## src/include/bus_cfg.svh

```systemverilog
// 32-bit AXI-lite only; UART_DIV must be 2 or more and the serial port must not be word 0 aliasing
`ifndef BUS_CFG_SVH
`define BUS_CFG_SVH

// bus widths
`define BUS_ADDR_W 32
`define BUS_DATA_W 32

// the only address steered to the transmitter, matched on all bits
`define SERIAL_PORT 32'ha000_03f8

// sram size in words, log2
`define SRAM_DEPTH_LOG2 8

// clocks per serial bit
`define UART_DIV 4

// AXI response code, nothing else is ever returned
`define AXI_RESP_OKAY 2'b00

`endif

```

## src/design/bus_pkg.sv

```systemverilog
// bus types only; widths follow bus_cfg.svh, no burst, id or cache types
`include "bus_cfg.svh"

package bus_pkg;

	// widths that carry a meaning on the bus
	typedef logic [`BUS_ADDR_W-1:0]      addr_t;
	typedef logic [`BUS_DATA_W-1:0]      data_t;
	typedef logic [`BUS_DATA_W/8-1:0]    strb_t;  // one bit per byte lane
	typedef logic [1:0]                  resp_t;
	typedef logic [`SRAM_DEPTH_LOG2-1:0] sram_idx_t;

	// where a write went
	typedef enum logic {
		dest_sram,
		dest_uart
	} xbar_dest_e;

	// 8N1 transmitter
	typedef enum logic [1:0] {
		idle,
		start,
		data,
		stop
	} uart_state_e;

endpackage

```

## src/design/axi_lite_if.sv

```systemverilog
// AXI-lite signals only, no clock inside; master drives valids of aw/w/ar and the b/r readies
`timescale 1ns/1ns

interface axi_lite_if
	import bus_pkg::*;
();

	// write address
	addr_t awaddr;
	logic  awvalid;
	logic  awready;

	// write data
	data_t wdata;
	strb_t wstrb;
	logic  wvalid;
	logic  wready;

	// write response
	resp_t bresp;
	logic  bvalid;
	logic  bready;

	// read address
	addr_t araddr;
	logic  arvalid;
	logic  arready;

	// read data
	data_t rdata;
	resp_t rresp;
	logic  rvalid;
	logic  rready;

	modport master (
		output awaddr, awvalid, input awready,
		output wdata, wstrb, wvalid, input wready,
		input bresp, bvalid, output bready,
		output araddr, arvalid, input arready,
		input rdata, rresp, rvalid, output rready
	);

	modport slave (
		input awaddr, awvalid, output awready,
		input wdata, wstrb, wvalid, output wready,
		output bresp, bvalid, input bready,
		input araddr, arvalid, output arready,
		output rdata, rresp, rvalid, input rready
	);

endinterface

```

## src/design/axi_uart_tx.sv

```systemverilog
// write-only, fixed 8N1 at UART_DIV clocks per bit; only wdata[7:0] is sent, strobes ignored
`timescale 1ns/1ns
`include "bus_cfg.svh"

module axi_uart_tx
	import bus_pkg::*;
(
	input  logic      clk,
	input  logic      arst_n_i,
	axi_lite_if.slave s_axi,
	output logic      uart_tx_o
);

	localparam int DIV_W = $clog2(`UART_DIV);
	localparam logic [DIV_W-1:0] DIV_LAST = DIV_W'(`UART_DIV - 1);

	uart_state_e      state;
	logic [DIV_W-1:0] div_cnt;   // clocks into the current bit
	logic [2:0]       bit_cnt;   // data bit being sent
	logic [7:0]       shift_q;
	logic             accept;
	logic             bit_end;

	// takes a write only between frames
	assign accept        = s_axi.awvalid && s_axi.wvalid && (state == idle) && !s_axi.bvalid;
	assign s_axi.awready = accept;
	assign s_axi.wready  = accept;
	assign s_axi.bresp   = `AXI_RESP_OKAY;

	// read side unused
	assign s_axi.arready = 1'b0;
	assign s_axi.rvalid  = 1'b0;
	assign s_axi.rdata   = '0;
	assign s_axi.rresp   = `AXI_RESP_OKAY;

	assign bit_end = (div_cnt == DIV_LAST);

	// b answered right away, frame runs on its own
	always_ff @(posedge clk or negedge arst_n_i) begin
		if (!arst_n_i) begin
			s_axi.bvalid <= 1'b0;
		end else if (accept) begin
			s_axi.bvalid <= 1'b1;
		end else if (s_axi.bready) begin
			s_axi.bvalid <= 1'b0;
		end
	end

	always_ff @(posedge clk or negedge arst_n_i) begin
		if (!arst_n_i) begin
			state   <= idle;
			div_cnt <= '0;
			bit_cnt <= '0;
		end else if (state == idle) begin
			div_cnt <= '0;
			bit_cnt <= '0;
			if (accept) state <= start;
		end else if (!bit_end) begin
			div_cnt <= div_cnt + 1'b1;
		end else begin
			div_cnt <= '0;
			case (state)
				start: state <= data;
				data: begin
					bit_cnt <= bit_cnt + 1'b1;
					if (bit_cnt == 3'd7) state <= stop;  // last data bit done
				end
				default: state <= idle;  // stop bit done
			endcase
		end
	end

	// lsb goes out first
	always_ff @(posedge clk) begin
		if (accept) begin
			shift_q <= s_axi.wdata[7:0];
		end else if (state == data && bit_end) begin
			shift_q <= shift_q >> 1;
		end
	end

	always_comb begin
		case (state)
			start:   uart_tx_o = 1'b0;
			data:    uart_tx_o = shift_q[0];
			default: uart_tx_o = 1'b1;  // idle and stop are marks
		endcase
	end

endmodule

```

## src/flat_wrapper.sv

```systemverilog
// flat-port wrapper written by rule: the top's interface ports become plain ports
module axi_uart_tx_flat import bus_pkg::*;
  (clk, arst_n_i, uart_tx_o, s_axi_awaddr, s_axi_awvalid, s_axi_awready, s_axi_wdata, s_axi_wstrb, s_axi_wvalid, s_axi_wready, s_axi_bresp, s_axi_bvalid, s_axi_bready, s_axi_araddr, s_axi_arvalid, s_axi_arready, s_axi_rdata, s_axi_rresp, s_axi_rvalid, s_axi_rready);
  axi_lite_if s_axi_i ();
  input  logic clk;
  input  logic arst_n_i;
  output logic uart_tx_o;
  input wire logic [$bits(s_axi_i.awaddr)-1:0] s_axi_awaddr;
  input wire logic [$bits(s_axi_i.awvalid)-1:0] s_axi_awvalid;
  output wire logic [$bits(s_axi_i.awready)-1:0] s_axi_awready;
  input wire logic [$bits(s_axi_i.wdata)-1:0] s_axi_wdata;
  input wire logic [$bits(s_axi_i.wstrb)-1:0] s_axi_wstrb;
  input wire logic [$bits(s_axi_i.wvalid)-1:0] s_axi_wvalid;
  output wire logic [$bits(s_axi_i.wready)-1:0] s_axi_wready;
  output wire logic [$bits(s_axi_i.bresp)-1:0] s_axi_bresp;
  output wire logic [$bits(s_axi_i.bvalid)-1:0] s_axi_bvalid;
  input wire logic [$bits(s_axi_i.bready)-1:0] s_axi_bready;
  input wire logic [$bits(s_axi_i.araddr)-1:0] s_axi_araddr;
  input wire logic [$bits(s_axi_i.arvalid)-1:0] s_axi_arvalid;
  output wire logic [$bits(s_axi_i.arready)-1:0] s_axi_arready;
  output wire logic [$bits(s_axi_i.rdata)-1:0] s_axi_rdata;
  output wire logic [$bits(s_axi_i.rresp)-1:0] s_axi_rresp;
  output wire logic [$bits(s_axi_i.rvalid)-1:0] s_axi_rvalid;
  input wire logic [$bits(s_axi_i.rready)-1:0] s_axi_rready;
  assign s_axi_i.awaddr = s_axi_awaddr;
  assign s_axi_i.awvalid = s_axi_awvalid;
  assign s_axi_awready = s_axi_i.awready;
  assign s_axi_i.wdata = s_axi_wdata;
  assign s_axi_i.wstrb = s_axi_wstrb;
  assign s_axi_i.wvalid = s_axi_wvalid;
  assign s_axi_wready = s_axi_i.wready;
  assign s_axi_bresp = s_axi_i.bresp;
  assign s_axi_bvalid = s_axi_i.bvalid;
  assign s_axi_i.bready = s_axi_bready;
  assign s_axi_i.araddr = s_axi_araddr;
  assign s_axi_i.arvalid = s_axi_arvalid;
  assign s_axi_arready = s_axi_i.arready;
  assign s_axi_rdata = s_axi_i.rdata;
  assign s_axi_rresp = s_axi_i.rresp;
  assign s_axi_rvalid = s_axi_i.rvalid;
  assign s_axi_i.rready = s_axi_rready;
  axi_uart_tx u_core (.clk(clk), .arst_n_i(arst_n_i), .s_axi(s_axi_i), .uart_tx_o(uart_tx_o));
endmodule
```

## config.mk

```make
export PLATFORM = sky130hd
export DESIGN_NAME = axi_uart_tx_flat
export DESIGN_NICKNAME = d
export VERILOG_FILES = /design/src/design/bus_pkg.sv /design/src/design/axi_lite_if.sv /design/src/design/axi_uart_tx.sv /design/src/flat_wrapper.sv
export VERILOG_INCLUDE_DIRS = /design/src /design/src/include
export SDC_FILE = /design/constraint.sdc
export NUM_CORES = 1
export LEC_CHECK = 0
export BUFFER_PORTS_ARGS = -buffer_cell sky130_fd_sc_hd__buf_2
export CAP_MARGIN = 20
export CORE_ASPECT_RATIO = 0.6
export CORE_MARGIN = 3
export CORE_UTILIZATION = 30
export DETAILED_ROUTE_END_ITERATION = 8
export HOLD_SLACK_MARGIN = 0.02
export PLACE_DENSITY = 0.77
export SETUP_SLACK_MARGIN = 0.02
export SLEW_MARGIN = 25
export SYNTH_ARGS = -nofsm -noshare
export SYNTH_HDL_FRONTEND = slang
export SYNTH_SLANG_ARGS = --single-unit
```

## constraint.sdc

```tcl
create_clock -name clk -period 1.72 [get_ports clk]
set_input_delay 0.258 -clock clk [delete_from_list [all_inputs] [get_ports clk]]
set_output_delay 0.258 -clock clk [all_outputs]
set_load 0.1 [all_outputs]
```

* Yosys cells after proc, flatten, opt, wreduce, memory -nomap -nowiden
Index checks and enable logic that the tools add are counted.
** Cells by class
- Equality and inequality tests :: 6
- Mux-type cells :: 15
- Add/sub/neg operators :: 2
- Reductions and logical operators :: 12
** Operators by type and width (count)
- $mux 8 :: 2
- $mux 2 :: 6
- $mux 3 :: 3
- $reduce_bool 2->1 :: 4
- $eq 2x2->1 const B :: 2
- $logic_and 1x1->1 :: 4
- $pmux 2 s2 :: 1
- $add 3x1->3 const B :: 1
- $eq 3x3->1 const B :: 1
- $ne 3x1->1 const B :: 1
- $reduce_and 3->1 :: 1
- $add 2x1->2 const B :: 1
- $eq 2x1->1 const B :: 1
- $logic_not 2->1 :: 1
- $mux 1 :: 2
- $ne 2x2->1 const B :: 1
- $pmux 1 s2 :: 1
- $reduce_and 2->1 :: 1
- $logic_not 1->1 :: 1
** Word-level totals
- Logic and storage cells :: 40
- Bits of input ports :: 107
- Flip-flop bits (word level) :: 16
- Output and inout port bits :: 42

* Depth between registers and ports, before layout
Gate-level depths: netlist of the first run.
- Depth after elaboration :: 5
- Gate-level depth with buffers :: 7
- Mapped depth without buffers :: 5

* Worst setup path before layout of the first run
No wires, ideal clock.
- Path type :: register to output
- Start :: reg u_core.state[0]
- End :: out uart_tx_o
- Required time :: 1462 ps
- Cell stages (with the launch flop) :: 4
- Arrival time :: 2322 ps
- Slack :: -860 ps
- Path buffers :: 0
- Cells stage by stage :: dfrtp_1 inv_1 ha_1 mux2i_1
** Between the ends
- Longest elaborated chain between the ends :: 2
- Elaborated cells on any way between the ends :: 3
- Those cells by class :: 2 x eq/ne; 1 x mux
** RTL lines
- from (decl) :: RTL line axi_uart_tx.sv:17 : uart_state_e state;
- from (signal assigned) :: RTL line axi_uart_tx.sv:51 : state <= idle;
- from (signal assigned) :: RTL line axi_uart_tx.sv:57 : if (accept) state <= start;
- from (signal assigned) :: RTL line axi_uart_tx.sv:63 : start: state <= data;
- $eq 2x2->1 or $eq 2x1->1 (tied branches) :: RTL line axi_uart_tx.sv:83 : case (state)
- $pmux 1 s2 (*) :: RTL line axi_uart_tx.sv:83
- to (decl) :: RTL line flat_wrapper.sv:7 : output logic uart_tx_o;
Mark *: on every way between the ends. The rest lies on a longest branch, timed or not.

* Worst setup path after layout of the first run
Ends and elaborated chain as after synthesis.

==> results.yml, run 1 <==
synth:
  synthMuxAreaShare: 0.108
  synthCells: 101
  synthSimpleGateAreaFrac: 0.0807
  synth_xor_xnor_area_share: 0.00773
  synth_fa_ha_area_frac: 0.0773
  synth-compound-area-share: 0.0387
  synth.yosys.warnings: 0
  synth_top_family_by_area: "buffers and inverters"
  avgSynthCellArea_sq_um: 11.2
  ys_types: 24
  ys_ff_latch: 16
  synth_area_sq_mm: 0.00113
  yosysSeqAreaShare: 0.389
routing:
  drtIter0Drc: 24
  via_count: 614
  routed_via_density: 3.63
  avgRoutedWirePerCell_microns: 9.84
  ant_nets: 0
  dr.pass1.iters: 2
  finalWirelength_microns: 1660
  route.detailed.drc: 0
setup_path:
  critPathCapture: "uart_tx_o"
  reg2reg_to: "u_core.state[1]"
  reg2reg_from: "u_core.state[0]"
  ff2ff_setup_slack_ns: 0.11
  arrival_ns: 1.40
  crit_path_start: "u_core.state[0]"
  rr_worst_depth: 6
  endpoint_kind: "output pin"
  critPathRequiredTime_ns: 1.46
  path_class: "reg2out"
  cp-start-kind: "flip-flop"
  crit_path_max_fanout: 4
global_route:
  grt_overflow: 0
  grt.total_usage: 0.0752
  grt_antenna_before_repair: 0
  grt_max_degree: 12
  grt_pass1_wl_microns: 2580
  grt_pass1_vias: 552
hold_path:
  hold_class: "in2reg"
  hp-start: "s_axi_bready"
final_layout:
  area_growth_pct: 13.4
  n_fill_cell: 348
  diodes: 0
  finish.instance_area_sq_mm: 0.00128
  nets: 239
  drive_above_1_share: 0.355
clock_tree:
  clock-root-buffer: "clkbuf_8"
  cts_tree: "done"
  numCtsBuffers: 3
  ctsLongestPathBuffers: 2
  cts.sinks: 16
  clk_pin_slew_ns: 0.06
  htreeDepth: 1
  clock_latency_ns: 0.24
timing:
  period_share: 0.963
  fin_setup_tns_ns: 0
  max_clock_freq_ghz: 0.604
  clock_skew_ns: 0.00350
  layout_setup_ws_ns: 0.0632
  post-route-min-period_ns: 1.66
  hold_viol_final: 0
  holdWs_ns: 0.186
  rsz0062_at_grt: "yes"
  drv_slew: 0
  setup_violations: 0
pwr:
  pwr-share-seq: 0.276
  p_per_area_mw_per_mm2: 1640
  peakVddDrop_v: 0.000978
  finalPower_mw: 2.11
  clkPwrFrac: 0.135
  p_int_mw: 1.09
  combPwrFrac: 0.589
  p_sw_frac: 0.485
  power_switching_mw: 1.02
  p_leak_nw: 0.636
die:
  core_area_sq_mm: 0.00342
  die_area_sq_mm: 0.00457
  initial_core_util: 0.331
  fp-row-count: 16
  die_height_microns: 53.6
  fp.dieW_microns: 85.3
  ios: 149
placement:
  placed_area_sq_mm: 0.00120
  dp_worst_setup_slack_ns: 0.0440
  globalplace.congestion: 0.816
  io_buffer_count: 16
  dp.final_hpwl_microns: 1360
run:
  maxCapViolations: 0
status:
  status: "completed"
==> power by group through the flow <==
stage          Clock [mW]  Sequential (mW)  Combinational [mW]
2_1_floorplan           0            0.612                1.03
3_3_place_gp            0            0.577                1.20
3_5_place_dp            0            0.582                1.21
4_1_cts             0.299            0.580                1.24
5_1_grt             0.324            0.592                1.33
6_report            0.285            0.582                1.24
==> worst min path at each step <==
stage | depth (start not counted) | endpoint | slack, ns
floorplan | 0 | u_core.bit_cnt[0] | -0.04
global placement | 1 | u_core.s_axi.bvalid | 0.11
detailed placement | 1 | u_core.s_axi.bvalid | 0.12
CTS | 2 | u_core.s_axi.bvalid | 0.18
global route | 2 | u_core.s_axi.bvalid | 0.22
finish | 2 | u_core.s_axi.bvalid | 0.19
==> critical path: stages, from the launching register on <==
cell     delay, ns
dfrtp_1       0.42
inv_2         0.12
ha_4          0.17
mux2i_4       0.24
buf_12        0.19
==> stage by stage <==
step                       util  cells
after CTS                 0.372    168
after floorplan               -    138
after global routing      0.375    169
after detailed placement  0.351    162
after global placement    0.351    162
final                     0.375    169
==> synthesized netlist by cell type <==
library cell  instances  area, sq um
buf_4                39          293
dfrtp_1               8          200
edfxtp_1              8          240
ha_1                  7         87.6
mux2_4                6         90.1
inv_1                 5         18.8
nand2_1               4         15.0
o21ai_0               3         15.0
a21oi_1               2         10.0
buf_6                 2         22.5
mux2_2                2         22.5
nand2b_1              2         12.5
nand3_1               2         10.0
and2_1                1         6.26
and2b_2               1         8.76
conb_1                1         3.75
mux2i_1               1         10.0
nand4b_4              1         23.8
nor2_1                1         3.75
nor2b_1               1         6.26
nor3_1                1         5.00
o22a_1                1         8.76
o22a_2                1         10.0
xor2_1                1         8.76
==> sequential cells by signal (all words and copies together), names as in the netlist <==
register	flops
u_core.bit_cnt	3
u_core.div_cnt	2
u_core.s_axi.bvalid	1
u_core.shift_q	8
u_core.state	2
==> logic make-up after synthesis <==
logic type | after synthesis
XOR/XNOR | 1
AND/OR/NAND/NOR | 14
adder cells (fa/ha/maj) | 7
buffers and inverters | 46
flip-flops | 16
multiplexers | 9
AO/OA/AOI/OAI | 7
other | 1
==> layout by cell type (no fill, tap or decap), types with 3 or more instances in the layout <==
cell type | synthesis | routed
buf_12 | 0 | 3
mux2_4 | 6 | 6
o21ai_0 | 3 | 3
dfrtp_1 | 8 | 6
edfxtp_1 | 8 | 8
nand2_1 | 4 | 4
clkbuf_8 | 0 | 3
buf_4 | 39 | 6
conb_1 | 1 | 38
ha_1 | 7 | 5
buf_2 | 0 | 13
==> routing by layer <==
layer  vias up  global-route usage  routed length, microns
met2        21               0.107                     776
met5         -                   0                       0
met1       289               0.100                     761
met4         0              0.0158                       4
li1        302                   -                       -
met3         2              0.0413                     120
==> timing repair <==
action,CTS,global route
endpoints found under the hold margin,8,0
pin swaps,1,1
setup endpoints to repair,3,3
gates resized for setup,2,1
buffers inserted,1,1
hold buffers,1,0
==> final cells by class <==
class                           count  area, sq um  area share
Clock buffer                        4         45.0      0.0351
Multi-Input combinational cell     76          534       0.416
Sequential cell                    16          445       0.347
Inverter                            5         22.5      0.0175
Tap cell                           45         56.3      0.0439
Timing Repair Buffer               23          180       0.140
Note: power is estimated with default switching activity, not from simulation.
==> inputs of run 2 (changes only) <==
- ABC_AREA: default -> 1
- CORE_MARGIN: 3 -> 2
- PLACE_DENSITY: 0.77 -> 0.78
==> results.yml, run 2 <==
global_route:
  grt_antenna_before_repair: 0
  grt_max_degree: 10
  grt_overflow: 0
  grt.total_usage: 0.0852
  grt_pass1_wl_microns: 2620
  grt_pass1_vias: 593
timing:
  clock_skew_ns: 0.00593
  period_share: 0.939
  fin_setup_tns_ns: 0
  max_clock_freq_ghz: 0.619
  hold_viol_final: 0
  setup_violations: 0
  drv_slew: 0
  rsz0062_at_grt: "yes"
  post-route-min-period_ns: 1.62
setup_path:
  crit_chain: "buf_4 -> ha_2 -> o21ai_4 -> buf_12"
  cp-start-kind: "flip-flop"
  critPathSlowestCell: "dfrtp_1"
  critPathRequiredTime_ns: 1.46
  slowest_delay_ns: 0.39
  crit_path_max_fanout: 4
  endpoint_kind: "output pin"
  path_class: "reg2out"
  crit_family: "flip-flops"
  arrival_ns: 1.36
  cp_num_buf_inv: 2
final_layout:
  largest_register_ffs: 8
  top_regs: "u_core.shift_q (8), u_core.bit_cnt (3)"
  final_util: 0.385
  regMostFlops: "u_core.shift_q"
  diodes: 0
  finish.instance_area_sq_mm: 0.00130
  seq_area_sq_um: 442
  area_growth_pct: 18.2
  drive_above_1_share: 0.295
  nets: 271
  multi_input_area_sq_um: 489
  final_cell_mix: "conb_1 (38), nand2_1 (33), buf_2 (13)"
  n_fill_cell: 356
  final_common_cell: "conb_1"
pwr:
  p_per_area_mw_per_mm2: 1740
  finalPower_mw: 2.26
  p_leak_nw: 0.716
  peakVddDrop_v: 0.000800
synth:
  ys_async_sr_fraction: 0.500
  ys_types: 17
  yosys.area.top_type_share: 0.266
  yosysSeqAreaShare: 0.400
  synth.most_common_cell: "buf_4"
  synth_edf_count: 8
  synth.yosys.warnings: 0
  synthCells: 126
  ys_ff_latch: 16
  synth_area_sq_mm: 0.00110
  synthFlopType: "edfxtp_1"
  synth_area_leader_cell: "buf_4"
  avgSynthCellArea_sq_um: 8.75
  yosys-top-cells-count: "buf_4 (39), nand2_1 (33), dfrtp_1 (8), edfxtp_1 (8), inv_1 (8)"
  synth.area.top_cells: "buf_4 (27%), edfxtp_1 (22%), dfrtp_1 (18%), nand2_1 (11%), ha_1 (7.9%)"
die:
  die_area_sq_mm: 0.00419
  ios: 149
  fp-row-count: 16
  initial_core_util: 0.326
  die_height_microns: 51.0
  core_area_sq_mm: 0.00338
  fp.dieW_microns: 82.3
routing:
  routed_via_density: 3.54
  finalWirelength_microns: 1680
  ant_nets: 0
  drtIter0Drc: 14
  route.detailed.drc: 0
  via_count: 712
  dr.pass1.iters: 4
  avgRoutedWirePerCell_microns: 8.37
clock_tree:
  ctsLongestPathBuffers: 2
  htreeDepth: 1
  numCtsBuffers: 3
  cts.sinks: 16
  cts_tree: "done"
  clock-root-buffer: "clkbuf_8"
  clock_latency_ns: 0.25
  clk_pin_slew_ns: 0.06
run:
  maxCapViolations: 0
hold_path:
  hold_class: "in2reg"
status:
  status: "completed"
placement:
  placed_area_sq_mm: 0.00117
  dp.final_hpwl_microns: 1360
  globalplace.congestion: 0.769
  io_buffer_count: 16
[run 2: path summary, 6_finish.rpt]
| kind | from | end | slack [ns] | cells past startpoint |
|---|---|---|---|---|
| max | u_core.state[1] | uart_tx_o | 0.10 | 4 |
| min | s_axi_bready | u_core.s_axi.bvalid | 0.18 | 2 |
| max reg2reg | u_core.state[0] | u_core.shift_q[4] | 0.20 | 8 |
| min reg2reg | u_core.div_cnt[0] | u_core.div_cnt[0] | 0.45 | 1 |
| max in group asynchronous | arst_n_i | u_core.s_axi.bvalid | 1.14 | 2 |
| min in group asynchronous | arst_n_i | u_core.state[0] | 0.39 | 2 |
[run 2: kinds of logic after synthesis]
family / Yosys count / synth area share
XOR/XNOR: 1 / 0.00795
adder cells (fa/ha/maj): 7 / 0.0795
other: 1 / 0.00340
AND/OR/NAND/NOR: 49 / 0.190
flip-flops: 16 / 0.400
buffers and inverters: 50 / 0.311
AO/OA/AOI/OAI: 2 / 0.00908
[run 2: per-layer routing]
layer / track usage / routed length, microns / share of wire
met4: 0.0167 / 11 / 0.0065
met3: 0.0424 / 98 / 0.058
met2: 0.133 / 813 / 0.48
met5: 0 / 0 / 0
met1: 0.106 / 760 / 0.45
[run 2: final cells by class]
cell class / instances / share of cell area
multi-input cells: 97 / 0.376
clock buffers: 4 / 0.0346
flip-flops and latches: 16 / 0.339
well taps: 45 / 0.0432
repair buffers: 29 / 0.173
inverters: 10 / 0.0346
[run 2: timing repair]
action                                  4_1_cts  5_1_grt
buffers inserted                              4        3
pin swaps                                     1        3
endpoints found under the setup margin        3        3
hold buffers                                  1        0
gates resized for setup                       2        5
hold endpoints to repair                      8        0
[run 2: power breakdown]
part           switching [mW]  leakage (nW)  internal (mW)
clock                   0.126        0.0228          0.164
combinational           0.980         0.516          0.434
sequential             0.0438         0.177          0.515
[run 2: per-stage QoR]
step,cells,worst slack [ns],hold slack (ns)
global route,201,0.0107,0.188
detailed placement,189,0.180,0.115
finish,201,0.104,0.183
floorplan,163,0.0541,-0.0376
CTS,198,0.0445,0.177
global placement,189,0.173,0.112
