$ cat config.mk
export PLATFORM = sky130hd
export DESIGN_NAME = axi_xbar_flat
export DESIGN_NICKNAME = d
export VERILOG_FILES = /design/src/design/bus_pkg.sv /design/src/design/axi_lite_if.sv /design/src/design/axi_xbar.sv /design/src/flat_wrapper.sv
export VERILOG_INCLUDE_DIRS = /design/src /design/src/include
export SDC_FILE = /design/constraint.sdc
export NUM_CORES = 1
export LEC_CHECK = 0
export BUFFER_PORTS_ARGS = -buffer_cell sky130_fd_sc_hd__buf_2
export CAP_MARGIN = 10
export CORE_AREA = 2 2 170 172
export DETAILED_ROUTE_END_ITERATION = 10
export DIE_AREA = 0 0 172 174
export PLACE_DENSITY = 0.3
export SLEW_MARGIN = 20
export SYNTH_ARGS = -nofsm -noshare
export SYNTH_HDL_FRONTEND = slang
export SYNTH_SLANG_ARGS = --single-unit
$ cat constraint.sdc
create_clock -name clk -period 4.2 [get_ports clk]
set_input_delay 0 -clock clk [delete_from_list [all_inputs] [get_ports clk]]
set_output_delay 0 -clock clk [all_outputs]
set_load 0.01 [all_outputs]
$ cat src/include/bus_cfg.svh
// 32-bit AXI-lite only; UART_DIV must be 2 or more and the serial port must not be word 0 aliasing
`ifndef BUS_CFG_SVH
`define BUS_CFG_SVH

// bus widths
`define BUS_ADDR_W 32
`define BUS_DATA_W 32

// the only address steered to the transmitter, matched on all bits
`define SERIAL_PORT 32'ha000_03f8

// sram size in words, log2
`define SRAM_DEPTH_LOG2 8

// clocks per serial bit
`define UART_DIV 4

// AXI response code, nothing else is ever returned
`define AXI_RESP_OKAY 2'b00

`endif

$ cat src/design/bus_pkg.sv
// bus types only; widths follow bus_cfg.svh, no burst, id or cache types
`include "bus_cfg.svh"

package bus_pkg;

	// widths that carry a meaning on the bus
	typedef logic [`BUS_ADDR_W-1:0]      addr_t;
	typedef logic [`BUS_DATA_W-1:0]      data_t;
	typedef logic [`BUS_DATA_W/8-1:0]    strb_t;  // one bit per byte lane
	typedef logic [1:0]                  resp_t;
	typedef logic [`SRAM_DEPTH_LOG2-1:0] sram_idx_t;

	// where a write went
	typedef enum logic {
		dest_sram,
		dest_uart
	} xbar_dest_e;

	// 8N1 transmitter
	typedef enum logic [1:0] {
		idle,
		start,
		data,
		stop
	} uart_state_e;

endpackage

$ cat src/design/axi_lite_if.sv
// AXI-lite signals only, no clock inside; master drives valids of aw/w/ar and the b/r readies
`timescale 1ns/1ns

interface axi_lite_if
	import bus_pkg::*;
();

	// write address
	addr_t awaddr;
	logic  awvalid;
	logic  awready;

	// write data
	data_t wdata;
	strb_t wstrb;
	logic  wvalid;
	logic  wready;

	// write response
	resp_t bresp;
	logic  bvalid;
	logic  bready;

	// read address
	addr_t araddr;
	logic  arvalid;
	logic  arready;

	// read data
	data_t rdata;
	resp_t rresp;
	logic  rvalid;
	logic  rready;

	modport master (
		output awaddr, awvalid, input awready,
		output wdata, wstrb, wvalid, input wready,
		input bresp, bvalid, output bready,
		output araddr, arvalid, input arready,
		input rdata, rresp, rvalid, output rready
	);

	modport slave (
		input awaddr, awvalid, output awready,
		input wdata, wstrb, wvalid, output wready,
		output bresp, bvalid, input bready,
		input araddr, arvalid, output arready,
		output rdata, rresp, rvalid, input rready
	);

endinterface

$ cat src/design/axi_xbar.sv
// one write outstanding; master must hold aw and w together; every read goes to the sram
`timescale 1ns/1ns
`include "bus_cfg.svh"

module axi_xbar
	import bus_pkg::*;
(
	input  logic       clk,
	input  logic       arst_n_i,
	axi_lite_if.slave  m_axi,     // from the top level
	axi_lite_if.master sram_axi,
	axi_lite_if.master uart_axi
);

	xbar_dest_e aw_dest;        // live decode
	xbar_dest_e pending_dest;   // route of the write in flight
	logic       pending;
	logic       aw_hs;
	logic       b_hs;

	// exact match only, neighbours fall through to the sram
	assign aw_dest = (m_axi.awaddr == `SERIAL_PORT) ? dest_uart : dest_sram;

	// write payload goes to both, only the valids are steered
	assign sram_axi.awaddr = m_axi.awaddr;
	assign uart_axi.awaddr = m_axi.awaddr;
	assign sram_axi.wdata  = m_axi.wdata;
	assign uart_axi.wdata  = m_axi.wdata;
	assign sram_axi.wstrb  = m_axi.wstrb;
	assign uart_axi.wstrb  = m_axi.wstrb;

	assign sram_axi.awvalid = m_axi.awvalid && !pending && (aw_dest == dest_sram);
	assign uart_axi.awvalid = m_axi.awvalid && !pending && (aw_dest == dest_uart);
	assign sram_axi.wvalid  = m_axi.wvalid && !pending && (aw_dest == dest_sram);
	assign uart_axi.wvalid  = m_axi.wvalid && !pending && (aw_dest == dest_uart);

	// no new address while a response is owed
	assign m_axi.awready = !pending &&
		((aw_dest == dest_uart) ? uart_axi.awready : sram_axi.awready);
	assign m_axi.wready  = !pending &&
		((aw_dest == dest_uart) ? uart_axi.wready : sram_axi.wready);

	// response comes back by the stored route
	assign m_axi.bvalid = pending &&
		((pending_dest == dest_uart) ? uart_axi.bvalid : sram_axi.bvalid);
	assign m_axi.bresp  = (pending_dest == dest_uart) ? uart_axi.bresp : sram_axi.bresp;
	assign sram_axi.bready = m_axi.bready && pending && (pending_dest == dest_sram);
	assign uart_axi.bready = m_axi.bready && pending && (pending_dest == dest_uart);

	// reads pass straight to the sram
	assign sram_axi.araddr  = m_axi.araddr;
	assign sram_axi.arvalid = m_axi.arvalid;
	assign m_axi.arready    = sram_axi.arready;
	assign m_axi.rdata      = sram_axi.rdata;
	assign m_axi.rresp      = sram_axi.rresp;
	assign m_axi.rvalid     = sram_axi.rvalid;
	assign sram_axi.rready  = m_axi.rready;

	// uart has no read side
	assign uart_axi.araddr  = '0;
	assign uart_axi.arvalid = 1'b0;
	assign uart_axi.rready  = 1'b0;

	assign aw_hs = m_axi.awvalid && m_axi.awready;
	assign b_hs  = m_axi.bvalid && m_axi.bready;

	always_ff @(posedge clk or negedge arst_n_i) begin
		if (!arst_n_i) begin
			pending      <= 1'b0;
			pending_dest <= dest_sram;
		end else if (b_hs) begin
			pending <= 1'b0;
		end else if (aw_hs) begin
			pending      <= 1'b1;
			pending_dest <= aw_dest;  // held until b completes
		end
	end

endmodule

$ cat src/flat_wrapper.sv
// flat-port wrapper written by rule: the top's interface ports become plain ports
module axi_xbar_flat import bus_pkg::*;
  (clk, arst_n_i, m_axi_awaddr, m_axi_awvalid, m_axi_awready, m_axi_wdata, m_axi_wstrb, m_axi_wvalid, m_axi_wready, m_axi_bresp, m_axi_bvalid, m_axi_bready, m_axi_araddr, m_axi_arvalid, m_axi_arready, m_axi_rdata, m_axi_rresp, m_axi_rvalid, m_axi_rready, sram_axi_awaddr, sram_axi_awvalid, sram_axi_awready, sram_axi_wdata, sram_axi_wstrb, sram_axi_wvalid, sram_axi_wready, sram_axi_bresp, sram_axi_bvalid, sram_axi_bready, sram_axi_araddr, sram_axi_arvalid, sram_axi_arready, sram_axi_rdata, sram_axi_rresp, sram_axi_rvalid, sram_axi_rready, uart_axi_awaddr, uart_axi_awvalid, uart_axi_awready, uart_axi_wdata, uart_axi_wstrb, uart_axi_wvalid, uart_axi_wready, uart_axi_bresp, uart_axi_bvalid, uart_axi_bready, uart_axi_araddr, uart_axi_arvalid, uart_axi_arready, uart_axi_rdata, uart_axi_rresp, uart_axi_rvalid, uart_axi_rready);
  axi_lite_if m_axi_i ();
  axi_lite_if sram_axi_i ();
  axi_lite_if uart_axi_i ();
  input  logic clk;
  input  logic arst_n_i;
  input wire logic [$bits(m_axi_i.awaddr)-1:0] m_axi_awaddr;
  input wire logic [$bits(m_axi_i.awvalid)-1:0] m_axi_awvalid;
  output wire logic [$bits(m_axi_i.awready)-1:0] m_axi_awready;
  input wire logic [$bits(m_axi_i.wdata)-1:0] m_axi_wdata;
  input wire logic [$bits(m_axi_i.wstrb)-1:0] m_axi_wstrb;
  input wire logic [$bits(m_axi_i.wvalid)-1:0] m_axi_wvalid;
  output wire logic [$bits(m_axi_i.wready)-1:0] m_axi_wready;
  output wire logic [$bits(m_axi_i.bresp)-1:0] m_axi_bresp;
  output wire logic [$bits(m_axi_i.bvalid)-1:0] m_axi_bvalid;
  input wire logic [$bits(m_axi_i.bready)-1:0] m_axi_bready;
  input wire logic [$bits(m_axi_i.araddr)-1:0] m_axi_araddr;
  input wire logic [$bits(m_axi_i.arvalid)-1:0] m_axi_arvalid;
  output wire logic [$bits(m_axi_i.arready)-1:0] m_axi_arready;
  output wire logic [$bits(m_axi_i.rdata)-1:0] m_axi_rdata;
  output wire logic [$bits(m_axi_i.rresp)-1:0] m_axi_rresp;
  output wire logic [$bits(m_axi_i.rvalid)-1:0] m_axi_rvalid;
  input wire logic [$bits(m_axi_i.rready)-1:0] m_axi_rready;
  output wire logic [$bits(sram_axi_i.awaddr)-1:0] sram_axi_awaddr;
  output wire logic [$bits(sram_axi_i.awvalid)-1:0] sram_axi_awvalid;
  input wire logic [$bits(sram_axi_i.awready)-1:0] sram_axi_awready;
  output wire logic [$bits(sram_axi_i.wdata)-1:0] sram_axi_wdata;
  output wire logic [$bits(sram_axi_i.wstrb)-1:0] sram_axi_wstrb;
  output wire logic [$bits(sram_axi_i.wvalid)-1:0] sram_axi_wvalid;
  input wire logic [$bits(sram_axi_i.wready)-1:0] sram_axi_wready;
  input wire logic [$bits(sram_axi_i.bresp)-1:0] sram_axi_bresp;
  input wire logic [$bits(sram_axi_i.bvalid)-1:0] sram_axi_bvalid;
  output wire logic [$bits(sram_axi_i.bready)-1:0] sram_axi_bready;
  output wire logic [$bits(sram_axi_i.araddr)-1:0] sram_axi_araddr;
  output wire logic [$bits(sram_axi_i.arvalid)-1:0] sram_axi_arvalid;
  input wire logic [$bits(sram_axi_i.arready)-1:0] sram_axi_arready;
  input wire logic [$bits(sram_axi_i.rdata)-1:0] sram_axi_rdata;
  input wire logic [$bits(sram_axi_i.rresp)-1:0] sram_axi_rresp;
  input wire logic [$bits(sram_axi_i.rvalid)-1:0] sram_axi_rvalid;
  output wire logic [$bits(sram_axi_i.rready)-1:0] sram_axi_rready;
  output wire logic [$bits(uart_axi_i.awaddr)-1:0] uart_axi_awaddr;
  output wire logic [$bits(uart_axi_i.awvalid)-1:0] uart_axi_awvalid;
  input wire logic [$bits(uart_axi_i.awready)-1:0] uart_axi_awready;
  output wire logic [$bits(uart_axi_i.wdata)-1:0] uart_axi_wdata;
  output wire logic [$bits(uart_axi_i.wstrb)-1:0] uart_axi_wstrb;
  output wire logic [$bits(uart_axi_i.wvalid)-1:0] uart_axi_wvalid;
  input wire logic [$bits(uart_axi_i.wready)-1:0] uart_axi_wready;
  input wire logic [$bits(uart_axi_i.bresp)-1:0] uart_axi_bresp;
  input wire logic [$bits(uart_axi_i.bvalid)-1:0] uart_axi_bvalid;
  output wire logic [$bits(uart_axi_i.bready)-1:0] uart_axi_bready;
  output wire logic [$bits(uart_axi_i.araddr)-1:0] uart_axi_araddr;
  output wire logic [$bits(uart_axi_i.arvalid)-1:0] uart_axi_arvalid;
  input wire logic [$bits(uart_axi_i.arready)-1:0] uart_axi_arready;
  input wire logic [$bits(uart_axi_i.rdata)-1:0] uart_axi_rdata;
  input wire logic [$bits(uart_axi_i.rresp)-1:0] uart_axi_rresp;
  input wire logic [$bits(uart_axi_i.rvalid)-1:0] uart_axi_rvalid;
  output wire logic [$bits(uart_axi_i.rready)-1:0] uart_axi_rready;
  assign m_axi_i.awaddr = m_axi_awaddr;
  assign m_axi_i.awvalid = m_axi_awvalid;
  assign m_axi_awready = m_axi_i.awready;
  assign m_axi_i.wdata = m_axi_wdata;
  assign m_axi_i.wstrb = m_axi_wstrb;
  assign m_axi_i.wvalid = m_axi_wvalid;
  assign m_axi_wready = m_axi_i.wready;
  assign m_axi_bresp = m_axi_i.bresp;
  assign m_axi_bvalid = m_axi_i.bvalid;
  assign m_axi_i.bready = m_axi_bready;
  assign m_axi_i.araddr = m_axi_araddr;
  assign m_axi_i.arvalid = m_axi_arvalid;
  assign m_axi_arready = m_axi_i.arready;
  assign m_axi_rdata = m_axi_i.rdata;
  assign m_axi_rresp = m_axi_i.rresp;
  assign m_axi_rvalid = m_axi_i.rvalid;
  assign m_axi_i.rready = m_axi_rready;
  assign sram_axi_awaddr = sram_axi_i.awaddr;
  assign sram_axi_awvalid = sram_axi_i.awvalid;
  assign sram_axi_i.awready = sram_axi_awready;
  assign sram_axi_wdata = sram_axi_i.wdata;
  assign sram_axi_wstrb = sram_axi_i.wstrb;
  assign sram_axi_wvalid = sram_axi_i.wvalid;
  assign sram_axi_i.wready = sram_axi_wready;
  assign sram_axi_i.bresp = sram_axi_bresp;
  assign sram_axi_i.bvalid = sram_axi_bvalid;
  assign sram_axi_bready = sram_axi_i.bready;
  assign sram_axi_araddr = sram_axi_i.araddr;
  assign sram_axi_arvalid = sram_axi_i.arvalid;
  assign sram_axi_i.arready = sram_axi_arready;
  assign sram_axi_i.rdata = sram_axi_rdata;
  assign sram_axi_i.rresp = sram_axi_rresp;
  assign sram_axi_i.rvalid = sram_axi_rvalid;
  assign sram_axi_rready = sram_axi_i.rready;
  assign uart_axi_awaddr = uart_axi_i.awaddr;
  assign uart_axi_awvalid = uart_axi_i.awvalid;
  assign uart_axi_i.awready = uart_axi_awready;
  assign uart_axi_wdata = uart_axi_i.wdata;
  assign uart_axi_wstrb = uart_axi_i.wstrb;
  assign uart_axi_wvalid = uart_axi_i.wvalid;
  assign uart_axi_i.wready = uart_axi_wready;
  assign uart_axi_i.bresp = uart_axi_bresp;
  assign uart_axi_i.bvalid = uart_axi_bvalid;
  assign uart_axi_bready = uart_axi_i.bready;
  assign uart_axi_araddr = uart_axi_i.araddr;
  assign uart_axi_arvalid = uart_axi_i.arvalid;
  assign uart_axi_i.arready = uart_axi_arready;
  assign uart_axi_i.rdata = uart_axi_rdata;
  assign uart_axi_i.rresp = uart_axi_rresp;
  assign uart_axi_i.rvalid = uart_axi_rvalid;
  assign uart_axi_rready = uart_axi_i.rready;
  axi_xbar u_core (.clk(clk), .arst_n_i(arst_n_i), .m_axi(m_axi_i), .sram_axi(sram_axi_i), .uart_axi(uart_axi_i));
endmodule
After elaboration in Yosys (flattened, before gate mapping) --
Cells that the tools add are included.
Operators by class: eq/ne operators 1, reduce and logical (&&, ||, !) cells 17, muxes and demuxes 7, bitwise operators 3
Operators with widths (count):
- == test 32 bit, second input constant | 1
- logical AND 1 bit | 14
- two-way mux 1 bit | 6
- NOT 1 bit | 3
- two-way mux 2 bit | 1
- AND reduction 2 bit | 1
- nonzero test 2 bit | 1
- zero test 1 bit | 1
Word-level totals: flip-flop bits (word level) 2

Longest topological paths before layout --
Gate-level depths: netlist of the first run.
depth after elaboration 7, gate-level depth with buffers 5, depth with buffers taken out 4

Least setup slack after synthesis of the first run --
OpenSTA, ideal clock, no wires.
kind input to register, start in m_axi_awaddr[10], end reg u_core.pending, data required time 4.134 ns, data arrival time 1.420 ns, library setup time 0.066 ns, cell stages on the path 4, setup slack 2.714 ns, cells stage by stage or4_4 or4_4 nor4b_2 a221o_1
Between the ends: cells in the longest elaborated chain, start to end 6
Ends and longest elaborated chain:
- start, declared | RTL line flat_wrapper.sv:9 | input wire logic [$bits(m_axi_i.awaddr)-1:0] m_axi_awaddr;
- == test 32 bit (no source line)
- two-way mux 1 bit | RTL line axi_xbar.sv:22 | assign aw_dest = (m_axi.awaddr == `SERIAL_PORT) ? dest_uart : dest_sram;
- two-way mux 1 bit | RTL line axi_xbar.sv:39 | ((aw_dest == dest_uart) ? uart_axi.awready : sram_axi.awready);
- logical AND 1 bit | RTL line axi_xbar.sv:38 | assign m_axi.awready = !pending &&
- logical AND 1 bit | RTL line axi_xbar.sv:64 | assign aw_hs = m_axi.awvalid && m_axi.awready;
- nonzero test 2 bit (no source line)
- end signal, assigned | RTL line axi_xbar.sv:69 | pending <= 1'b0;
- end signal, assigned | RTL line axi_xbar.sv:72 | pending <= 1'b0;
- end signal, assigned | RTL line axi_xbar.sv:74 | pending <= 1'b1;
- end, declared | RTL line axi_xbar.sv:17 | logic pending;
Every way passes these cells. A chain may end at the register's enable or synchronous reset.

Worst setup path in the final report of the first run --
start in m_axi_awaddr[10], end out m_axi_awready
Between the ends: cells in the longest elaborated chain, start to end 4
Ends and longest elaborated chain:
- == test 32 bit (no source line)
- two-way mux 1 bit | RTL line axi_xbar.sv:22
- two-way mux 1 bit | RTL line axi_xbar.sv:39
- logical AND 1 bit | RTL line axi_xbar.sv:38
- end, declared | RTL line flat_wrapper.sv:11 | output wire logic [$bits(m_axi_i.awready)-1:0] m_axi_awready;
Every way passes these cells.

==> results of run 1 <==
[sequential cells by signal (all words and copies together) (netlist names)]
register / cells
u_core.pending: 1
u_core.pending_dest: 1
[worst max-delay path: stages]
cell and delay (ns):
buf_2 0.11, or4_4 0.53, or4_4 0.57, o21ai_0 0.24
a21oi_1 0.10, buf_2 0.16
[what timing repair did]
item | in CTS | in global routing
resized for setup | 0 | 0
endpoints found under the setup margin | 0 | 0
buffers inserted | 0 | 0
endpoints found under the hold margin | 2 | 0
hold buffers | 1 | 0
[power by group through the flow]
stage | clock (mW) | sequential [mW] | combinational (mW)
3_3_place_gp | 0 | 0.0296 | 0.126
6_report | 0.142 | 0.0282 | 0.125
2_1_floorplan | 0 | 0.0219 | 0.265
4_1_cts | 0.145 | 0.0294 | 0.128
5_1_grt | 0.147 | 0.0296 | 0.138
3_5_place_dp | 0 | 0.0296 | 0.126
[how the worst min path moves through the flow]
stage	start	endpoint	slack [ns]	cells after the start
finish	m_axi_araddr[28]	sram_axi_araddr[28]	0.000004	0
floorplan	arst_n_i	u_core.pending$_DFFE_PN0P_	-0.30	0
global route	m_axi_araddr[28]	sram_axi_araddr[28]	0.00002	0
detailed placement	arst_n_i	u_core.pending$_DFFE_PN0P_	-0.21	1
CTS	sram_axi_rdata[12]	m_axi_rdata[12]	0.00007	0
global placement	arst_n_i	u_core.pending$_DFFE_PN0P_	-0.21	1
[per-layer routing]
metal | vias to the layer above | wire length [µm] | share of wire, % | GRT usage [%]
met5 | - | 32 | 0.51 | 0
met2 | 167 | 2450 | 39 | 5.24
li1 | 459 | - | - | -
met1 | 450 | 1670 | 26 | 2.93
met4 | 4 | 832 | 13 | 4.90
met3 | 85 | 1350 | 21 | 3.39
[placed cells by master (no fill, tap or decap)]
cell	Yosys	layout
o21ai_0	3	3
buf_2	0	121
and3_1	3	3
nor3b_1	1	1
nor4_2	1	1
nor2b_1	1	1
nand4_1	2	2
dlygate4sd3_1	0	1
nor4b_2	1	2
nor4b_1	2	1
dfrtp_1	2	2
or4_4	2	2
a221o_1	1	1
diode_2	0	1
and4_1	1	1
nand2_1	4	4
mux2_2	3	3
conb_1	1	34
clkbuf_16	0	3
nand2_2	1	1
nand3_1	3	3
and2_1	2	2
nor4_1	2	2
a21oi_1	3	3
or4b_4	1	1
and3b_1	1	1
nand4bb_1	1	1
nor2_1	1	1
[through the flow]
step	setup slack, ns	total power [mW]	instances	util [%]
floorplan	2.71	0.286	318	-
global placement	1.92	0.156	581	5.52
detailed placement	1.94	0.156	581	5.52
CTS	1.94	0.302	585	5.82
global route	2.27	0.315	586	5.85
finish	2.49	0.296	586	5.85
[cells by family after synthesis]
logic type	after synthesis	synth area share (%)
compound gates	7	1.85
buf+inv	242	83.9
flops	2	2.32
other cells	1	0.174
simple gates	30	10.2
mux	3	1.56
[cell type report]
type                    instances  share of cell area, %
clock buffers                   3                   4.55
flip-flops and latches          2                   3.03
diodes                          1                  0.152
repair buffers                122                   37.3
multi-input cells              74                   25.9
well taps                     384                   29.1
==> impl_metrics.csv, run 1 <==
group,metric,value,unit
sta,setup_violations,0,
power_and_ir_drop,clockPowerShare,48.1,%
sta,finalCritPeriodShare,40.8,%
power_and_ir_drop,switching_share,34.2,%
layout,layout-drive-gt1-share,66.7,%
logic_synthesis,yosysWarnings,0,
die,core,28200,µm²
power_and_ir_drop,combPwrFrac,42.4,%
outcome,status,"complete, no violations",
clocking,cts-buffers-inserted,3,
routing,wl_per_cell,10.8,µm
sta,finalSetupTns,0,ns
routing,finalWirelength,6340,µm
sta,hold_viol,0,
routing,drtPass1Iterations,3,
setup_path,crit_path_start_kind,"input pin",
layout,register_area,50.0,µm²
power_and_ir_drop,leakage,0.748,nW
logic_synthesis,yosysMostFrequentCell,"buf_4",
logic_synthesis,synthArstFlopShare,100,%
clocking,cts_tree,"built",
logic_synthesis,synth_top_cell_area_share,83.7,%
clocking,clock_path_buffers,2,
clocking,insertion_delay,0.22,ns
logic_synthesis,synth-main-ff-cell,"dfrtp_1",
die,fp-row-count,62,
setup_path,critPathRequiredTime,4.20,ns
routing,vias,1165,
setup_path,rrSetupSlack,2.61,ns
grt,grt_pass1_vias,1061,
routing,antenna_left,0,
routing,drt_iter0_drc,21,
sta,tightest_slew,0.565,ns
power_and_ir_drop,irDropWorstVdd,0.0723,mV
setup_path,reg2reg_depth,4,
placement,hpwl,5720,µm
grt,antenna_found_initial,3,
run,cap_violations,0,
die,die_y,174,µm
die,initial_core_util,7.65,%
setup_path,cp_max_fo,3,
sta,min_period,1.71,ns
grt,grt_pass1_wl,7780,µm
die,pin_count,440,
die,die_w,172,µm
grt,grt_max_degree,11,
setup_path,r2r-start,"u_core.pending_dest$_DFFE_PN0P_",
sta,hold_ws,0.00000394,ns
sta,max_freq,584,MHz
sta,fin_skew,0.00214,ns
logic_synthesis,synth_edf_count,0,
sta,slew_headroom,61.8,%
layout,design_area,1650,µm²
setup_path,critPathKind,"input pin to output port",
hold_path,hold_path_class,"input pin to output port",
placement,gp_congestion,0.609,
power_and_ir_drop,power.switching,0.101,mW
clocking,cts.htree.levels,1,
logic_synthesis,synth_cell_types,26,
sta,slew_violations,0,
placement,placed_area,1560,µm²
routing,drc,0,
logic_synthesis,netlist_instances,285,
setup_path,endpoint,"m_axi_awready",
placement,io_buffers,121,
layout,multi_input_area,428,µm²
logic_synthesis,synth.cell_area,2160,µm²
power_and_ir_drop,p_per_area,179,nW/µm²
clocking,clock_sinks,2,
layout,fill_cells,3377,
sta,rsz0062_at_grt,"no",
setup_path,critPathCaptureType,"output port",
setup_path,reg2reg_to,"u_core.pending$_DFFE_PN0P_",
logic_synthesis,seq_area_frac_synth,2.32,%
grt,grtUsageTotal,3.87,%
power_and_ir_drop,pwr-share-seq,9.5,%
logic_synthesis,synth_common_cells,"241 x buf_4, 4 x nand2_1",
grt,grt-ovfl-total,0,
power_and_ir_drop,p_int,0.195,mW
setup_path,crit_start,"m_axi_awaddr[10]",
layout,layout.nets,392,
clocking,cts_root_buffer,"clkbuf_16",
routing,vias_per_cell,1.99,
setup_path,cp.arrival,1.71,ns
logic_synthesis,synth.ff_latch_count,2,
layout,syn_to_final_growth,-23.6,%
logic_synthesis,yosys-top-cells-area,"buf_4 84%, dfrtp_1 2.3%, mux2_2 1.6%, or4_4 1.0%, and3_1 0.87%",
logic_synthesis,yosysTopAreaCell,"buf_4",
die,dieArea,29900,µm²
logic_synthesis,syn_avg_cell_area,7.58,µm²
Note: power is estimated with default switching activity, not from simulation.
==> inputs of run 2 (changes only) <==
--- a/config.mk
+++ b/config.mk
@@ -6,6 +6,7 @@
 export SDC_FILE = /design/constraint.sdc
 export NUM_CORES = 1
 export LEC_CHECK = 0
+export ABC_AREA = 1
 export BUFFER_PORTS_ARGS = -buffer_cell sky130_fd_sc_hd__buf_2
 export CAP_MARGIN = 10
 export CORE_AREA = 2 2 170 172
==> constraint.sdc (replaced) <==
create_clock -name clk -period 1.7 [get_ports clk]
set_input_delay 0 -clock clk [delete_from_list [all_inputs] [get_ports clk]]
set_output_delay 0 -clock clk [all_outputs]
set_load 0.01 [all_outputs]
==> run 2 against run 1 <==
Via count rose by 7.6%. First-iteration DRC count grew 14%. Critical endpoint is now m_axi_wready. Highest routed layer is now met4. Total power rose to 2.8 times the previous value. Sequential cell count is the same. Sequential power rose to 2.8 times the previous value. Worst setup slack got worse by 2.0 ns. Combinational power rose to 3.2 times the previous value. Final area up 3.8%. Core utilization increased by 0.22 points. Largest power group is now combinational cells. Cell count grew 8.0%. Routed wire length is 11% lower.
==> impl_metrics.csv, run 2 <==
group,metric,value,unit
logic_synthesis,synth_edf_count,0,
setup_path,crit_path_start_kind,"input pin",
logic_synthesis,synth.ff_latch_count,2,
placement,gp_congestion,0.662,
placement,hpwl,5040,µm
logic_synthesis,yosysMostFrequentCell,"buf_4",
routing,drt_iter0_drc,24,
layout,layout.nets,440,
clocking,cts-buffers-inserted,3,
clocking,insertion_delay,0.22,ns
clocking,cts.htree.levels,1,
power_and_ir_drop,irDropWorstVdd,0.209,mV
layout,layout_common_cells,"121 x buf_2, 34 x conb_1, 31 x nand2_1, 27 x inv_1, 12 x nor2_1",
routing,drc,0,
hold_path,hold_depth,0,
die,initial_core_util,7.87,%
logic_synthesis,yosysTopAreaCell,"buf_4",
sta,fin_ws,0.504,ns
logic_synthesis,yosysWarnings,0,
clocking,cts_tree,"built",
logic_synthesis,synth.cell_area,2220,µm²
outcome,status,"complete, no violations",
sta,finalSetupTns,0,ns
logic_synthesis,yosys-top-cells-area,"buf_4 81%, nand2_1 5.2%, inv_1 4.6%, dfrtp_1 2.3%, nor2_1 2.0%",
logic_synthesis,synthArstFlopShare,100,%
logic_synthesis,seq_area_frac_synth,2.25,%
layout,fin_util,6.07,%
power_and_ir_drop,switching_share,38.0,%
grt,grtUsageTotal,3.21,%
sta,slew_violations,0,
layout,final_common_cell,"buf_2",
setup_path,rrSetupSlack,0.57,ns
clocking,cts_setup_buffers,0,
power_and_ir_drop,power.switching,0.313,mW
clocking,cts_hold_buf,1,
placement,io_buffers,121,
routing,vias,1253,
sta,hold_ws,0.00000393,ns
grt,grt_pass1_wl,6670,µm
clocking,cts_resized,0,
sta,hold_viol,0,
die,fp-row-count,62,
layout,syn_to_final_growth,-22.8,%
logic_synthesis,synth-main-ff-cell,"dfrtp_1",
logic_synthesis,syn_avg_cell_area,6.71,µm²
sta,finalCritPeriodShare,70.4,%
grt,grt_max_degree,9,
setup_path,reg2reg_depth,3,
sta,setup_violations,0,
grt,grt-ovfl-total,0,
hold_path,hp-start,"sram_axi_rdata[13]",
hold_path,hold_path_class,"input pin to output port",
routing,finalWirelength,5630,µm
layout,design_area,1710,µm²
grt,grt_pass1_vias,1092,
run,cap_violations,0,
power_and_ir_drop,leakage,0.911,nW
routing,vias_per_cell,1.98,
clocking,cts_root_buffer,"clkbuf_16",
setup_path,cp.arrival,1.20,ns
layout,layout-drive-gt1-share,52.2,%
sta,rsz0062_at_grt,"no",
die,dieArea,29900,µm²
sta,min_period,1.20,ns
die,die_w,172,µm
sta,max_freq,836,MHz
routing,wl_per_cell,8.89,µm
clocking,clock_path_buffers,2,
layout,top_regs,"u_core.pending: 1 flops, u_core.pending_dest: 1 flops",
die,pin_count,440,
logic_synthesis,netlist_instances,331,
routing,drtPass1Iterations,4,
routing,antenna_left,0,
setup_path,cp_max_fo,5,
setup_path,reg2reg_to,"u_core.pending$_DFFE_PN0P_",
power_and_ir_drop,clockPowerShare,42.8,%
hold_path,min_to,"m_axi_rdata[13]",
placement,dp_slack,0.350,ns
clocking,clock_sinks,2,
logic_synthesis,synth_common_cells,"240 x buf_4, 31 x nand2_1, 27 x inv_1, 12 x nor2_1, 5 x nor3_1",
setup_path,critPathKind,"input pin to output port",
setup_path,critPathCaptureType,"output port",
sta,fin_skew,0.00225,ns
layout,diodes,0,
power_and_ir_drop,pwr-share-seq,9.4,%
power_and_ir_drop,p_int,0.512,mW
setup_path,r2r-start,"u_core.pending$_DFFE_PN0P_",
die,die_y,174,µm
logic_synthesis,synth_cell_types,16,
placement,placed_area,1630,µm²
power_and_ir_drop,combPwrFrac,47.8,%
logic_synthesis,synth_top_cell_area_share,81.1,%
grt,antenna_found_initial,0,
setup_path,critPathRequiredTime,1.70,ns
die,core,28200,µm²
power_and_ir_drop,p_per_area,481,nW/µm²
run 2: how the worst max path moves through the flow:
stage	from	end	slack, ns	cells past startpoint
6_report	m_axi_awaddr[30]	m_axi_wready	0.50	11
5_1_grt	m_axi_awaddr[13]	m_axi_wready	0.24	11
2_1_floorplan	u_core.pending$_DFFE_PN0P_	u_core.pending$_DFFE_PN0P_	0.76	3
3_3_place_gp	m_axi_awaddr[13]	u_core.pending$_DFFE_PN0P_	0.35	11
4_1_cts	m_axi_awaddr[13]	m_axi_wready	0.35	11
3_5_place_dp	m_axi_awaddr[13]	m_axi_wready	0.35	11
run 2: power groups by stage:
| stage | logic (mW) | registers, mW | clock network, mW |
|---|---|---|---|
| 3_3_place_gp | 0.402 | 0.0808 | 0 |
| 6_report | 0.395 | 0.0777 | 0.353 |
| 5_1_grt | 0.438 | 0.0832 | 0.365 |
| 4_1_cts | 0.403 | 0.0783 | 0.356 |
| 3_5_place_dp | 0.400 | 0.0788 | 0 |
| 2_1_floorplan | 0.698 | 0.0727 | 0 |
run 2: cells by family (layout without fill, tap and decap cells):
family / count (synthesis) / count (layout) / share of synthesized area [%]
buffers and inverters: 268 / 153 / 85.9
AND/OR/NAND/NOR: 57 / 57 / 11.0
AO/OA/AOI/OAI: 3 / 3 / 0.676
flip-flops: 2 / 2 / 2.25
other: 1 / 34 / 0.169
run 2: layout make-up:
cell class              instances  area (µm²)
inverters                      28         105
repair buffers                122         616
well taps                     384         480
multi-input cells              94         388
fillers                      3392       26500
flip-flops and latches          2        50.0
clock buffers                   3        75.1
run 2: metrics by stage:
step / instances / power (mW)
5_1_grt: 633 / 0.886
2_1_floorplan: 364 / 0.771
3_3_place_gp: 629 / 0.482
6_report: 633 / 0.825
3_5_place_dp: 629 / 0.479
4_1_cts: 633 / 0.838
run 2: layer usage:
layer	wire [µm]	vias up	global-route usage, %
met5	0	-	0
met4	657	0	4.17
met3	1090	73	2.07
met2	2690	168	5.87
met1	1180	469	1.60
li1	-	543	-
run 2: worst max-delay path, stage by stage:
cell and delay [ns]:
buf_2 0.11, inv_1 0.04, nand2_1 0.08, nor2_1 0.10, nand2_1 0.10, nor2_2 0.21
nand2_2 0.13, clkinv_1 0.11, nand2_1 0.05, a21oi_1 0.11, buf_2 0.15
